$ cat src/radio_ctrl_pkg.sv
package radio_ctrl_pkg;

   // ------------------------------------------------------------------------
   // sizes
   // ------------------------------------------------------------------------
   localparam int NUM_DBOARDS      = 2;
   localparam int CHANS_PER_DBOARD = 2;
   localparam int SET_ADDR_W       = 8;
   localparam int SET_DATA_W       = 32;
   localparam int GPIO_W           = 32;
   localparam int LED_W            = 3;   // {rx, txrx_tx, txrx_rx}
   localparam int FP_GPIO_PINS     = 12;

   typedef logic [SET_ADDR_W-1:0] set_addr_t;
   typedef logic [SET_DATA_W-1:0] set_data_t;
   typedef logic [GPIO_W-1:0]     gpio_t;
   typedef logic [LED_W-1:0]      led_t;

   // tx is bit 1, rx is bit 0
   typedef enum logic [1:0] {
      IDLE        = 2'b00,
      RX_ONLY     = 2'b01,
      TX_ONLY     = 2'b10,
      FULL_DUPLEX = 2'b11
   } atr_state_t;

   // ------------------------------------------------------------------------
   // settings and readback map, offsets relative to the slot base
   // ------------------------------------------------------------------------
   localparam set_addr_t SR_DB_BASE = 8'd160;
   localparam set_addr_t SR_MISC_OUT = 8'd0, SR_GPIO_IDLE = 8'd1, SR_GPIO_RX = 8'd2;
   localparam set_addr_t SR_GPIO_TX = 8'd3, SR_GPIO_FDX = 8'd4, SR_GPIO_DDR = 8'd5;
   localparam set_addr_t SR_LED_IDLE = 8'd6, SR_LED_RX = 8'd7, SR_LED_TX = 8'd8;
   localparam set_addr_t SR_LED_FDX = 8'd9, SR_FP_OUT = 8'd10, SR_FP_DDR = 8'd11;
   localparam set_addr_t RB_DB_BASE = 8'd16;
   localparam set_addr_t RB_MISC_IN = 8'd0, RB_DB_GPIO_IN = 8'd1;
   localparam set_addr_t RB_FP_GPIO_IN = 8'd2, RB_GPIO_OUT = 8'd3;
   localparam set_addr_t SR_FP_GPIO_SRC = 8'd50;   // on the core settings bus

endpackage
$ cat src/radio_ctrl_core.sv
`timescale 1ns/1ps

module radio_ctrl_core #(
   parameter radio_ctrl_pkg::set_addr_t SR_BASE = radio_ctrl_pkg::SR_DB_BASE,
   parameter radio_ctrl_pkg::set_addr_t RB_BASE = radio_ctrl_pkg::RB_DB_BASE,
   parameter int                        FP_PINS = radio_ctrl_pkg::FP_GPIO_PINS
) (
   input  logic                      radio_clk,
   input  logic                      i_rst_n,
   // per-slot settings and readback
   input  logic                      i_set_stb     [radio_ctrl_pkg::NUM_DBOARDS],
   input  radio_ctrl_pkg::set_addr_t i_set_addr    [radio_ctrl_pkg::NUM_DBOARDS],
   input  radio_ctrl_pkg::set_data_t i_set_data    [radio_ctrl_pkg::NUM_DBOARDS],
   input  logic                      i_rb_stb      [radio_ctrl_pkg::NUM_DBOARDS],
   input  radio_ctrl_pkg::set_addr_t i_rb_addr     [radio_ctrl_pkg::NUM_DBOARDS],
   output logic                      o_rb_stb      [radio_ctrl_pkg::NUM_DBOARDS],
   output radio_ctrl_pkg::set_data_t o_rb_data     [radio_ctrl_pkg::NUM_DBOARDS],
   // per-slot pins
   input  radio_ctrl_pkg::set_data_t i_misc_in     [radio_ctrl_pkg::NUM_DBOARDS],
   output radio_ctrl_pkg::set_data_t o_misc_out    [radio_ctrl_pkg::NUM_DBOARDS],
   input  radio_ctrl_pkg::gpio_t     i_db_gpio_in  [radio_ctrl_pkg::NUM_DBOARDS],
   output radio_ctrl_pkg::gpio_t     o_db_gpio_out [radio_ctrl_pkg::NUM_DBOARDS],
   output radio_ctrl_pkg::gpio_t     o_db_gpio_ddr [radio_ctrl_pkg::NUM_DBOARDS],
   output radio_ctrl_pkg::led_t      o_leds        [radio_ctrl_pkg::NUM_DBOARDS],
   // channel run flags, two channels per slot
   input  logic i_run_rx [radio_ctrl_pkg::NUM_DBOARDS*radio_ctrl_pkg::CHANS_PER_DBOARD],
   input  logic i_run_tx [radio_ctrl_pkg::NUM_DBOARDS*radio_ctrl_pkg::CHANS_PER_DBOARD],
   // front panel
   input  radio_ctrl_pkg::gpio_t     i_fp_gpio_in,
   output radio_ctrl_pkg::gpio_t     o_fp_gpio_out,
   output radio_ctrl_pkg::gpio_t     o_fp_gpio_ddr,
   input  logic                      i_core_set_stb,
   input  radio_ctrl_pkg::set_addr_t i_core_set_addr,
   input  radio_ctrl_pkg::set_data_t i_core_set_data
);
   import radio_ctrl_pkg::*;

   gpio_t slot_fp_out [NUM_DBOARDS];
   gpio_t slot_fp_ddr [NUM_DBOARDS];

   for (genvar s = 0; s < NUM_DBOARDS; s++) begin : gen_slot
      logic run_rx [CHANS_PER_DBOARD];
      logic run_tx [CHANS_PER_DBOARD];

      // channel pair of this slot
      for (genvar c = 0; c < CHANS_PER_DBOARD; c++) begin : gen_chan
         assign run_rx[c] = i_run_rx[s*CHANS_PER_DBOARD + c];
         assign run_tx[c] = i_run_tx[s*CHANS_PER_DBOARD + c];
      end

      db_slot #(.SR_BASE(SR_BASE), .RB_BASE(RB_BASE)) db_slot_inst (
         .radio_clk(radio_clk), .i_rst_n(i_rst_n),
         .i_set_stb(i_set_stb[s]), .i_set_addr(i_set_addr[s]), .i_set_data(i_set_data[s]),
         .i_rb_stb(i_rb_stb[s]), .i_rb_addr(i_rb_addr[s]),
         .o_rb_stb(o_rb_stb[s]), .o_rb_data(o_rb_data[s]),
         .i_run_rx(run_rx), .i_run_tx(run_tx),
         .i_misc_in(i_misc_in[s]), .o_misc_out(o_misc_out[s]),
         .i_db_gpio_in(i_db_gpio_in[s]), .o_db_gpio_out(o_db_gpio_out[s]),
         .o_db_gpio_ddr(o_db_gpio_ddr[s]),
         .i_fp_gpio_in(i_fp_gpio_in),          // every slot sees the whole panel
         .o_fp_out(slot_fp_out[s]), .o_fp_ddr(slot_fp_ddr[s]),
         .o_leds(o_leds[s])
      );
   end

   fp_gpio_mux #(.NUM_PINS(FP_PINS)) fp_gpio_mux_inst (
      .radio_clk(radio_clk), .i_rst_n(i_rst_n),
      .i_set_stb(i_core_set_stb), .i_set_addr(i_core_set_addr),
      .i_set_data(i_core_set_data),
      .i_slot_fp_out(slot_fp_out), .i_slot_fp_ddr(slot_fp_ddr),
      .o_fp_gpio_out(o_fp_gpio_out), .o_fp_gpio_ddr(o_fp_gpio_ddr)
   );

endmodule

$ cat src/fp_gpio_mux.sv
`timescale 1ns/1ps

module fp_gpio_mux #(
   parameter int NUM_PINS = radio_ctrl_pkg::FP_GPIO_PINS
) (
   input  logic                      radio_clk,
   input  logic                      i_rst_n,
   input  logic                      i_set_stb,
   input  radio_ctrl_pkg::set_addr_t i_set_addr,
   input  radio_ctrl_pkg::set_data_t i_set_data,
   input  radio_ctrl_pkg::gpio_t     i_slot_fp_out [radio_ctrl_pkg::NUM_DBOARDS],
   input  radio_ctrl_pkg::gpio_t     i_slot_fp_ddr [radio_ctrl_pkg::NUM_DBOARDS],
   output radio_ctrl_pkg::gpio_t     o_fp_gpio_out,
   output radio_ctrl_pkg::gpio_t     o_fp_gpio_ddr
);
   import radio_ctrl_pkg::*;

   logic [2*NUM_PINS-1:0] fp_src;      // two select bits per pin
   gpio_t                 next_out;
   gpio_t                 next_ddr;

   // ------------------------------------------------------------------------
   // source register on the core settings bus
   // ------------------------------------------------------------------------
   always_ff @(posedge radio_clk) begin
      if (!i_rst_n) begin
         fp_src <= '0;                  // every pin owned by slot 0
      end else if (i_set_stb && (i_set_addr == SR_FP_GPIO_SRC)) begin
         fp_src <= i_set_data[2*NUM_PINS-1:0];
      end
   end

   // ------------------------------------------------------------------------
   // per-pin select, only slots 0 and 1 exist so any nonzero code means slot 1
   // ------------------------------------------------------------------------
   always_comb begin
      next_out = '0;                    // pins past NUM_PINS stay low
      next_ddr = '0;
      for (int p = 0; p < NUM_PINS; p++) begin
         if (fp_src[2*p +: 2] == 2'd0) begin
            next_out[p] = i_slot_fp_out[0][p];
            next_ddr[p] = i_slot_fp_ddr[0][p];
         end else begin
            next_out[p] = i_slot_fp_out[1][p];
            next_ddr[p] = i_slot_fp_ddr[1][p];
         end
      end
   end

   always_ff @(posedge radio_clk) begin
      if (!i_rst_n) begin
         o_fp_gpio_out <= '0;
         o_fp_gpio_ddr <= '0;
      end else begin
         o_fp_gpio_out <= next_out;
         o_fp_gpio_ddr <= next_ddr;
      end
   end

endmodule

$ cat src/db_slot.sv
`timescale 1ns/1ps

module db_slot #(
   parameter radio_ctrl_pkg::set_addr_t SR_BASE = radio_ctrl_pkg::SR_DB_BASE,
   parameter radio_ctrl_pkg::set_addr_t RB_BASE = radio_ctrl_pkg::RB_DB_BASE
) (
   input  logic                      radio_clk,
   input  logic                      i_rst_n,
   input  logic                      i_set_stb,
   input  radio_ctrl_pkg::set_addr_t i_set_addr,
   input  radio_ctrl_pkg::set_data_t i_set_data,
   input  logic                      i_rb_stb,
   input  radio_ctrl_pkg::set_addr_t i_rb_addr,
   output logic                      o_rb_stb,
   output radio_ctrl_pkg::set_data_t o_rb_data,
   input  logic                      i_run_rx [radio_ctrl_pkg::CHANS_PER_DBOARD],
   input  logic                      i_run_tx [radio_ctrl_pkg::CHANS_PER_DBOARD],
   input  radio_ctrl_pkg::set_data_t i_misc_in,
   output radio_ctrl_pkg::set_data_t o_misc_out,
   input  radio_ctrl_pkg::gpio_t     i_db_gpio_in,
   output radio_ctrl_pkg::gpio_t     o_db_gpio_out,
   output radio_ctrl_pkg::gpio_t     o_db_gpio_ddr,
   input  radio_ctrl_pkg::gpio_t     i_fp_gpio_in,
   output radio_ctrl_pkg::gpio_t     o_fp_out,
   output radio_ctrl_pkg::gpio_t     o_fp_ddr,
   output radio_ctrl_pkg::led_t      o_leds
);
   import radio_ctrl_pkg::*;

   gpio_t      gpio_atr [4];
   led_t       led_atr [4];
   set_data_t  misc_out_q;     // straight from the register bank
   set_data_t  misc_in_r;
   logic       any_rx;
   logic       any_tx;
   atr_state_t run_state;

   // one slot shares a single atr state between both channels
   always_comb begin
      any_rx = 1'b0;
      any_tx = 1'b0;
      for (int c = 0; c < CHANS_PER_DBOARD; c++) begin
         any_rx = any_rx | i_run_rx[c];
         any_tx = any_tx | i_run_tx[c];
      end
   end

   always_ff @(posedge radio_clk) begin
      if (!i_rst_n) begin
         run_state  <= IDLE;
         misc_in_r  <= '0;
         o_misc_out <= '0;
      end else begin
         run_state  <= atr_state_t'({any_tx, any_rx});
         misc_in_r  <= i_misc_in;
         o_misc_out <= misc_out_q;   // extra stage towards the pins
      end
   end

   db_setting_regs #(.SR_BASE(SR_BASE)) db_setting_regs_inst (
      .radio_clk(radio_clk), .i_rst_n(i_rst_n),
      .i_set_stb(i_set_stb), .i_set_addr(i_set_addr), .i_set_data(i_set_data),
      .o_gpio_atr(gpio_atr), .o_led_atr(led_atr), .o_gpio_ddr(o_db_gpio_ddr),
      .o_misc_out(misc_out_q), .o_fp_out(o_fp_out), .o_fp_ddr(o_fp_ddr)
   );

   atr_select #(.payload_t(gpio_t)) atr_gpio_inst (
      .radio_clk(radio_clk), .i_rst_n(i_rst_n), .i_state(run_state),
      .i_idle(gpio_atr[IDLE]), .i_rx(gpio_atr[RX_ONLY]),
      .i_tx(gpio_atr[TX_ONLY]), .i_fdx(gpio_atr[FULL_DUPLEX]), .o_value(o_db_gpio_out)
   );

   atr_select #(.payload_t(led_t)) atr_led_inst (
      .radio_clk(radio_clk), .i_rst_n(i_rst_n), .i_state(run_state),
      .i_idle(led_atr[IDLE]), .i_rx(led_atr[RX_ONLY]),
      .i_tx(led_atr[TX_ONLY]), .i_fdx(led_atr[FULL_DUPLEX]), .o_value(o_leds)
   );

   db_readback #(.RB_BASE(RB_BASE)) db_readback_inst (
      .radio_clk(radio_clk), .i_rst_n(i_rst_n),
      .i_rb_stb(i_rb_stb), .i_rb_addr(i_rb_addr),
      .i_misc_in(misc_in_r), .i_db_gpio_in(i_db_gpio_in),
      .i_fp_gpio_in(i_fp_gpio_in), .i_gpio_out(o_db_gpio_out),
      .o_rb_stb(o_rb_stb), .o_rb_data(o_rb_data)
   );

endmodule

$ cat src/db_readback.sv
`timescale 1ns/1ps

module db_readback #(
   parameter radio_ctrl_pkg::set_addr_t RB_BASE = radio_ctrl_pkg::RB_DB_BASE
) (
   input  logic                      radio_clk,
   input  logic                      i_rst_n,
   input  logic                      i_rb_stb,
   input  radio_ctrl_pkg::set_addr_t i_rb_addr,
   input  radio_ctrl_pkg::set_data_t i_misc_in,
   input  radio_ctrl_pkg::gpio_t     i_db_gpio_in,
   input  radio_ctrl_pkg::gpio_t     i_fp_gpio_in,
   input  radio_ctrl_pkg::gpio_t     i_gpio_out,
   output logic                      o_rb_stb,
   output radio_ctrl_pkg::set_data_t o_rb_data
);
   import radio_ctrl_pkg::*;

   set_addr_t rb_offset;
   set_data_t rb_mux;

   assign rb_offset = i_rb_addr - RB_BASE;

   always_comb begin
      case (rb_offset)
         RB_MISC_IN:    rb_mux = i_misc_in;
         RB_DB_GPIO_IN: rb_mux = i_db_gpio_in;
         RB_FP_GPIO_IN: rb_mux = i_fp_gpio_in;
         RB_GPIO_OUT:   rb_mux = i_gpio_out;   // what the atr stage drives now
         default:       rb_mux = '0;
      endcase
   end

   // one stage, a new request may follow every cycle
   always_ff @(posedge radio_clk) begin
      if (!i_rst_n) begin
         o_rb_stb  <= 1'b0;
         o_rb_data <= '0;
      end else begin
         o_rb_stb  <= i_rb_stb;
         o_rb_data <= rb_mux;
      end
   end

   a_rb_answer : assert property (@(posedge radio_clk) disable iff (!i_rst_n)
      i_rb_stb |=> o_rb_stb) else $error("readback request without answer");
   a_rb_spurious : assert property (@(posedge radio_clk) disable iff (!i_rst_n)
      !i_rb_stb |=> !o_rb_stb) else $error("readback answer without request");

endmodule

$ cat src/atr_select.sv
`timescale 1ns/1ps

module atr_select #(
   parameter type payload_t = logic
) (
   input  logic                       radio_clk,
   input  logic                       i_rst_n,
   input  radio_ctrl_pkg::atr_state_t i_state,
   input  payload_t                   i_idle,
   input  payload_t                   i_rx,
   input  payload_t                   i_tx,
   input  payload_t                   i_fdx,
   output payload_t                   o_value
);
   import radio_ctrl_pkg::*;

   payload_t chosen;

   // pick the value that belongs to the current run state
   always_comb begin
      case (i_state)
         RX_ONLY:     chosen = i_rx;
         TX_ONLY:     chosen = i_tx;
         FULL_DUPLEX: chosen = i_fdx;
         default:     chosen = i_idle;
      endcase
   end

   // registered so the pins never see the mux settle
   always_ff @(posedge radio_clk) begin
      if (!i_rst_n) begin
         o_value <= '0;
      end else begin
         o_value <= chosen;
      end
   end

endmodule

$ cat src/db_setting_regs.sv
`timescale 1ns/1ps

module db_setting_regs #(
   parameter radio_ctrl_pkg::set_addr_t SR_BASE = radio_ctrl_pkg::SR_DB_BASE
) (
   input  logic                      radio_clk,
   input  logic                      i_rst_n,
   input  logic                      i_set_stb,
   input  radio_ctrl_pkg::set_addr_t i_set_addr,
   input  radio_ctrl_pkg::set_data_t i_set_data,
   output radio_ctrl_pkg::gpio_t     o_gpio_atr [4],
   output radio_ctrl_pkg::led_t      o_led_atr [4],
   output radio_ctrl_pkg::gpio_t     o_gpio_ddr,
   output radio_ctrl_pkg::set_data_t o_misc_out,
   output radio_ctrl_pkg::gpio_t     o_fp_out,
   output radio_ctrl_pkg::gpio_t     o_fp_ddr
);
   import radio_ctrl_pkg::*;

   set_addr_t reg_offset;

   // modulo subtraction, so addresses below the base land on large offsets and miss
   assign reg_offset = i_set_addr - SR_BASE;

   // ------------------------------------------------------------------------
   // register bank, atr arrays are indexed by atr_state_t
   // ------------------------------------------------------------------------
   always_ff @(posedge radio_clk) begin
      if (!i_rst_n) begin
         o_gpio_atr <= '{default: '0};
         o_led_atr  <= '{default: '0};
         o_gpio_ddr <= '0;
         o_misc_out <= '0;
         o_fp_out   <= '0;
         o_fp_ddr   <= '0;
      end else if (i_set_stb) begin
         case (reg_offset)
            SR_MISC_OUT:  o_misc_out <= i_set_data;
            SR_GPIO_IDLE: o_gpio_atr[IDLE] <= i_set_data[GPIO_W-1:0];
            SR_GPIO_RX:   o_gpio_atr[RX_ONLY] <= i_set_data[GPIO_W-1:0];
            SR_GPIO_TX:   o_gpio_atr[TX_ONLY] <= i_set_data[GPIO_W-1:0];
            SR_GPIO_FDX:  o_gpio_atr[FULL_DUPLEX] <= i_set_data[GPIO_W-1:0];
            SR_GPIO_DDR:  o_gpio_ddr <= i_set_data[GPIO_W-1:0];
            SR_LED_IDLE:  o_led_atr[IDLE] <= i_set_data[LED_W-1:0];
            SR_LED_RX:    o_led_atr[RX_ONLY] <= i_set_data[LED_W-1:0];
            SR_LED_TX:    o_led_atr[TX_ONLY] <= i_set_data[LED_W-1:0];
            SR_LED_FDX:   o_led_atr[FULL_DUPLEX] <= i_set_data[LED_W-1:0];
            SR_FP_OUT:    o_fp_out <= i_set_data[GPIO_W-1:0];
            SR_FP_DDR:    o_fp_ddr <= i_set_data[GPIO_W-1:0];
            default: ;                        // not ours, ignore
         endcase
      end
   end

   // an unknown address on a strobe would corrupt an arbitrary register
   a_set_addr_known : assert property (
      @(posedge radio_clk) disable iff (!i_rst_n)
      i_set_stb |-> !$isunknown(i_set_addr)
   ) else $error("settings strobe with unknown address");

endmodule

$ cat config.mk
export PLATFORM = sky130hd
export DESIGN_NAME = radio_ctrl_core
export DESIGN_NICKNAME = d
export VERILOG_FILES = /design/src/radio_ctrl_pkg.sv /design/src/radio_ctrl_core.sv /design/src/fp_gpio_mux.sv /design/src/db_slot.sv /design/src/db_readback.sv /design/src/atr_select.sv /design/src/db_setting_regs.sv
export SDC_FILE = /design/constraint.sdc
export NUM_CORES = 1
export LEC_CHECK = 0
export BUFFER_PORTS_ARGS = -buffer_cell sky130_fd_sc_hd__clkbuf_2
export CAP_MARGIN = 10
export CORE_AREA = 2 2 245 247
export DETAILED_ROUTE_END_ITERATION = 8
export DIE_AREA = 0 0 247 249
export PLACE_DENSITY_LB_ADDON = 0.15
export SYNTH_ARGS = -nofsm -noshare
export SYNTH_HDL_FRONTEND = slang
export SYNTH_SLANG_ARGS = --single-unit
$ cat constraint.sdc
create_clock -name radio_clk -period 1.87 [get_ports radio_clk]
set_input_delay 0.187 -clock radio_clk [delete_from_list [all_inputs] [get_ports radio_clk]]
set_output_delay 0.187 -clock radio_clk [all_outputs]
set_load 0.02 [all_outputs]
==> reports/results.ini <==
[yosys]
synth_commonest_cells=dfxtp_1 (772), nand2_1 (592), mux2i_1 (480), and2_1 (138), mux4_2 (134)
synthXorXnorAreaFrac_pct=0.0600
synth_largest_area_cell=dfxtp_1
synth_edf_count=0
yosysTopAreaCellShare_pct=52.9
synth-simple-area-share_pct=13.8
synthDistinctLibCells=33
synthFlopType=dfxtp_1
synth.most_common_cell=dfxtp_1
synth_area_per_cell_um2=11.3
synthAdderAreaFrac_pct=0.0857
ys_ff_latch=772
synth_seq_area_share_pct=52.9
synth_top_family_by_area=multiplexers
yosys-top-cells-area=dfxtp_1 (53%), mux2i_1 (16%), mux4_2 (10%), nand2_1 (7.6%), and2_1 (3.0%)
synth_compound_area_share_pct=1.13
synthCells=2585
synth.cell_area_um2=29200
yosys_warnings=0
synth.area.mux_share_pct=26.8
async_flop_share_pct=0

[clocking]
cts_buffers=80
insertion_delay_ns=0.61
clk_pin_slew_ns=0.06
cts_hold_buf=124
cts_root_buf=clkbuf_16
htree_num_levels=3
cts_tree=built
cts_resized=0
cts.path.max_buffers=3
post_cts_buffers=0
cts_sinks=772

[die]
initial_core_util_pct=49.8
num_rows=89
die_x_um=247
io_pins=639
die_y_um=249
dieArea_um2=61500
core_area_um2=58700

[global_routing]
grt.overflow.total=0
grt_pass1_vias=22200
grt_pass1_wl_um=131000
grt_max_degree=101
grt_usage_pct=28.0
antenna_found_initial=8

[critical_path]
end_kind=flip-flop
r2r_start=gen_slot[0].db_slot_inst.run_state[0]
r2r_cells=4
critPathMaxFanout=100
startpoint=i_rst_n
worstSetupStartpointType=input pin
path_class=input pin to flip-flop
regToRegSetupSlack_ns=0.27
crit_required_ns=2.41
crit_path_end=gen_slot[0].db_slot_inst.run_state[0]
crit_arrival_ns=2.25
reg2reg_to=gen_slot[0].db_slot_inst.atr_gpio_inst.o_value[8]

[drt]
dr.pass1.iters=5
vias=21300
routed_wirelength_um=87700
viasPerCell=5.18
first_iter_violations=1249
ant_nets=0
avgRoutedWirePerCell_um=21.4
post-route-drc-count=0

[cells_and_area]
fillCellCount=4611
syn_to_final_growth_pct=26.9
seqCellArea_um2=15500
multiInputGateArea_um2=12400
final_nets=3584
design_area_um2=37100
drive_gt1_share_pct=28.5

[outcome]
status=finished clean

[sta]
rsz0062_at_grt=no
skew_ns=0.0160
worst_slew_pin_slew_ns=0.714
tns_ns=0
slew_headroom_pct=52.3
period_minus_slack_ns=1.71
fmax_ghz=0.584
period_share_pct=91.5
setup_violations=0
slew_violations=0
finalHoldViolations=0

[place]
io_buffers=590
placed_cell_area_um2=33100
place_congestion=0.890
dp_hpwl_um=62900

[hold_path]
min_path_type=input pin to flip-flop

[flow_run]
max_cap_viol_count=0

[power]
p_per_area_nw_per_um2=943
peakVddDrop_mv=0.902
power.leakage_nw=18.6

-- how the worst min path moves through the flow --
stage                         from                                     to  slack [ns]  cells after the start
CTS                 i_set_data[45]                              flip-flop       0.002                      3
floorplan              i_run_rx[3]  gen_slot[0].db_slot_inst.run_state[0]        0.30                      1
detailed placement    i_misc_in[2]  gen_slot[1].db_slot_inst.misc_in_r[2]        0.40                      2
global placement     i_misc_in[39]  gen_slot[0].db_slot_inst.misc_in_r[7]        0.39                      2
global route        i_set_data[45]                              flip-flop        0.02                      3
finish              i_set_data[53]                              flip-flop        0.02                      3
-- registers in the layout (all words and copies together), names as in the netlist --
| name | cells |
|---|---|
| fp_gpio_mux_inst.o_fp_gpio_out | 12 |
| gen_slot.db_slot_inst.db_setting_regs_inst.o_gpio_ddr | 64 |
| gen_slot.db_slot_inst.atr_led_inst.o_value | 6 |
| gen_slot.db_slot_inst.db_setting_regs_inst.o_fp_ddr | 24 |
| gen_slot.db_slot_inst.db_setting_regs_inst.o_led_atr | 24 |
| gen_slot.db_slot_inst.db_setting_regs_inst.o_misc_out | 64 |
| fp_gpio_mux_inst.fp_src | 24 |
| gen_slot.db_slot_inst.db_readback_inst.o_rb_stb | 2 |
| gen_slot.db_slot_inst.run_state | 4 |
| gen_slot.db_slot_inst.db_setting_regs_inst.o_gpio_atr | 256 |
| gen_slot.db_slot_inst.misc_in_r | 64 |
| gen_slot.db_slot_inst.db_readback_inst.o_rb_data | 64 |
| gen_slot.db_slot_inst.db_setting_regs_inst.o_fp_out | 24 |
| fp_gpio_mux_inst.o_fp_gpio_ddr | 12 |
| gen_slot.db_slot_inst.o_misc_out | 64 |
| gen_slot.db_slot_inst.atr_gpio_inst.o_value | 64 |
-- cell families after synthesis --
family,after synthesis
xor gates and xnor gates,2
adders and majority gates,2
AOI/OAI and AO/OA,52
muxes,614
and+or+nand+nor,851
DFF,772
buffers and inverters,291
other,1
-- worst max-delay path, stage by stage --
cell and delay [ns]:
dlygate4sd3_1 0.56, buf_8 0.26, buf_12 0.38, o21a_1 0.21, dlygate4sd3_1 0.57
-- power by group --
group          internal, mW  leakage, nW  total (mW)  switching (mW)
Combinational         0.928         11.0        2.12            1.19
Sequential             16.5         6.24        16.6          0.0460
Clock                  9.78         1.34        16.3            6.48
Total                  27.3         18.6        35.0            7.72
-- metrics by stage --
step                cells  worst slack, ns  power, mW  hold slack (ns)  util, %
CTS                  4105            0.237       35.2          0.00229     63.2
floorplan            2624            0.315       18.0            0.297        -
finish               4107            0.158       35.0           0.0245     63.2
detailed placement   3838           0.0672       18.9            0.395     56.4
global route         4106            0.136       36.0           0.0207     63.2
global placement     3838           0.0778       18.8            0.392     56.4
-- metal layers --
layer	global-route usage (%)	wire (um)
met5	0	52
met4	10.7	3420
met3	5.87	5840
met2	48.5	43000
met1	34.0	35400
-- cell type report --
class | instances | share of cell area (%)
multi-input cells | 1561 | 33.5
flip-flops and latches | 772 | 41.7
inverters | 68 | 0.689
well taps | 773 | 2.61
diodes | 2 | 0.0135
clock buffers | 117 | 6.41
clock inverters | 26 | 0.874
repair buffers | 788 | 14.2
-- cell usage in the layout (no fill, tap or decap), types with 41 or more instances in the layout --
master	n
inv_1	68
and3_1	64
mux2i_1	480
nand2_1	592
clkbuf_16	83
clkbuf_2	589
and2_1	138
dfxtp_1	768
mux4_2	134
dlygate4sd3_1	124
buf_12	41
(Power assumes the default switching activity.)
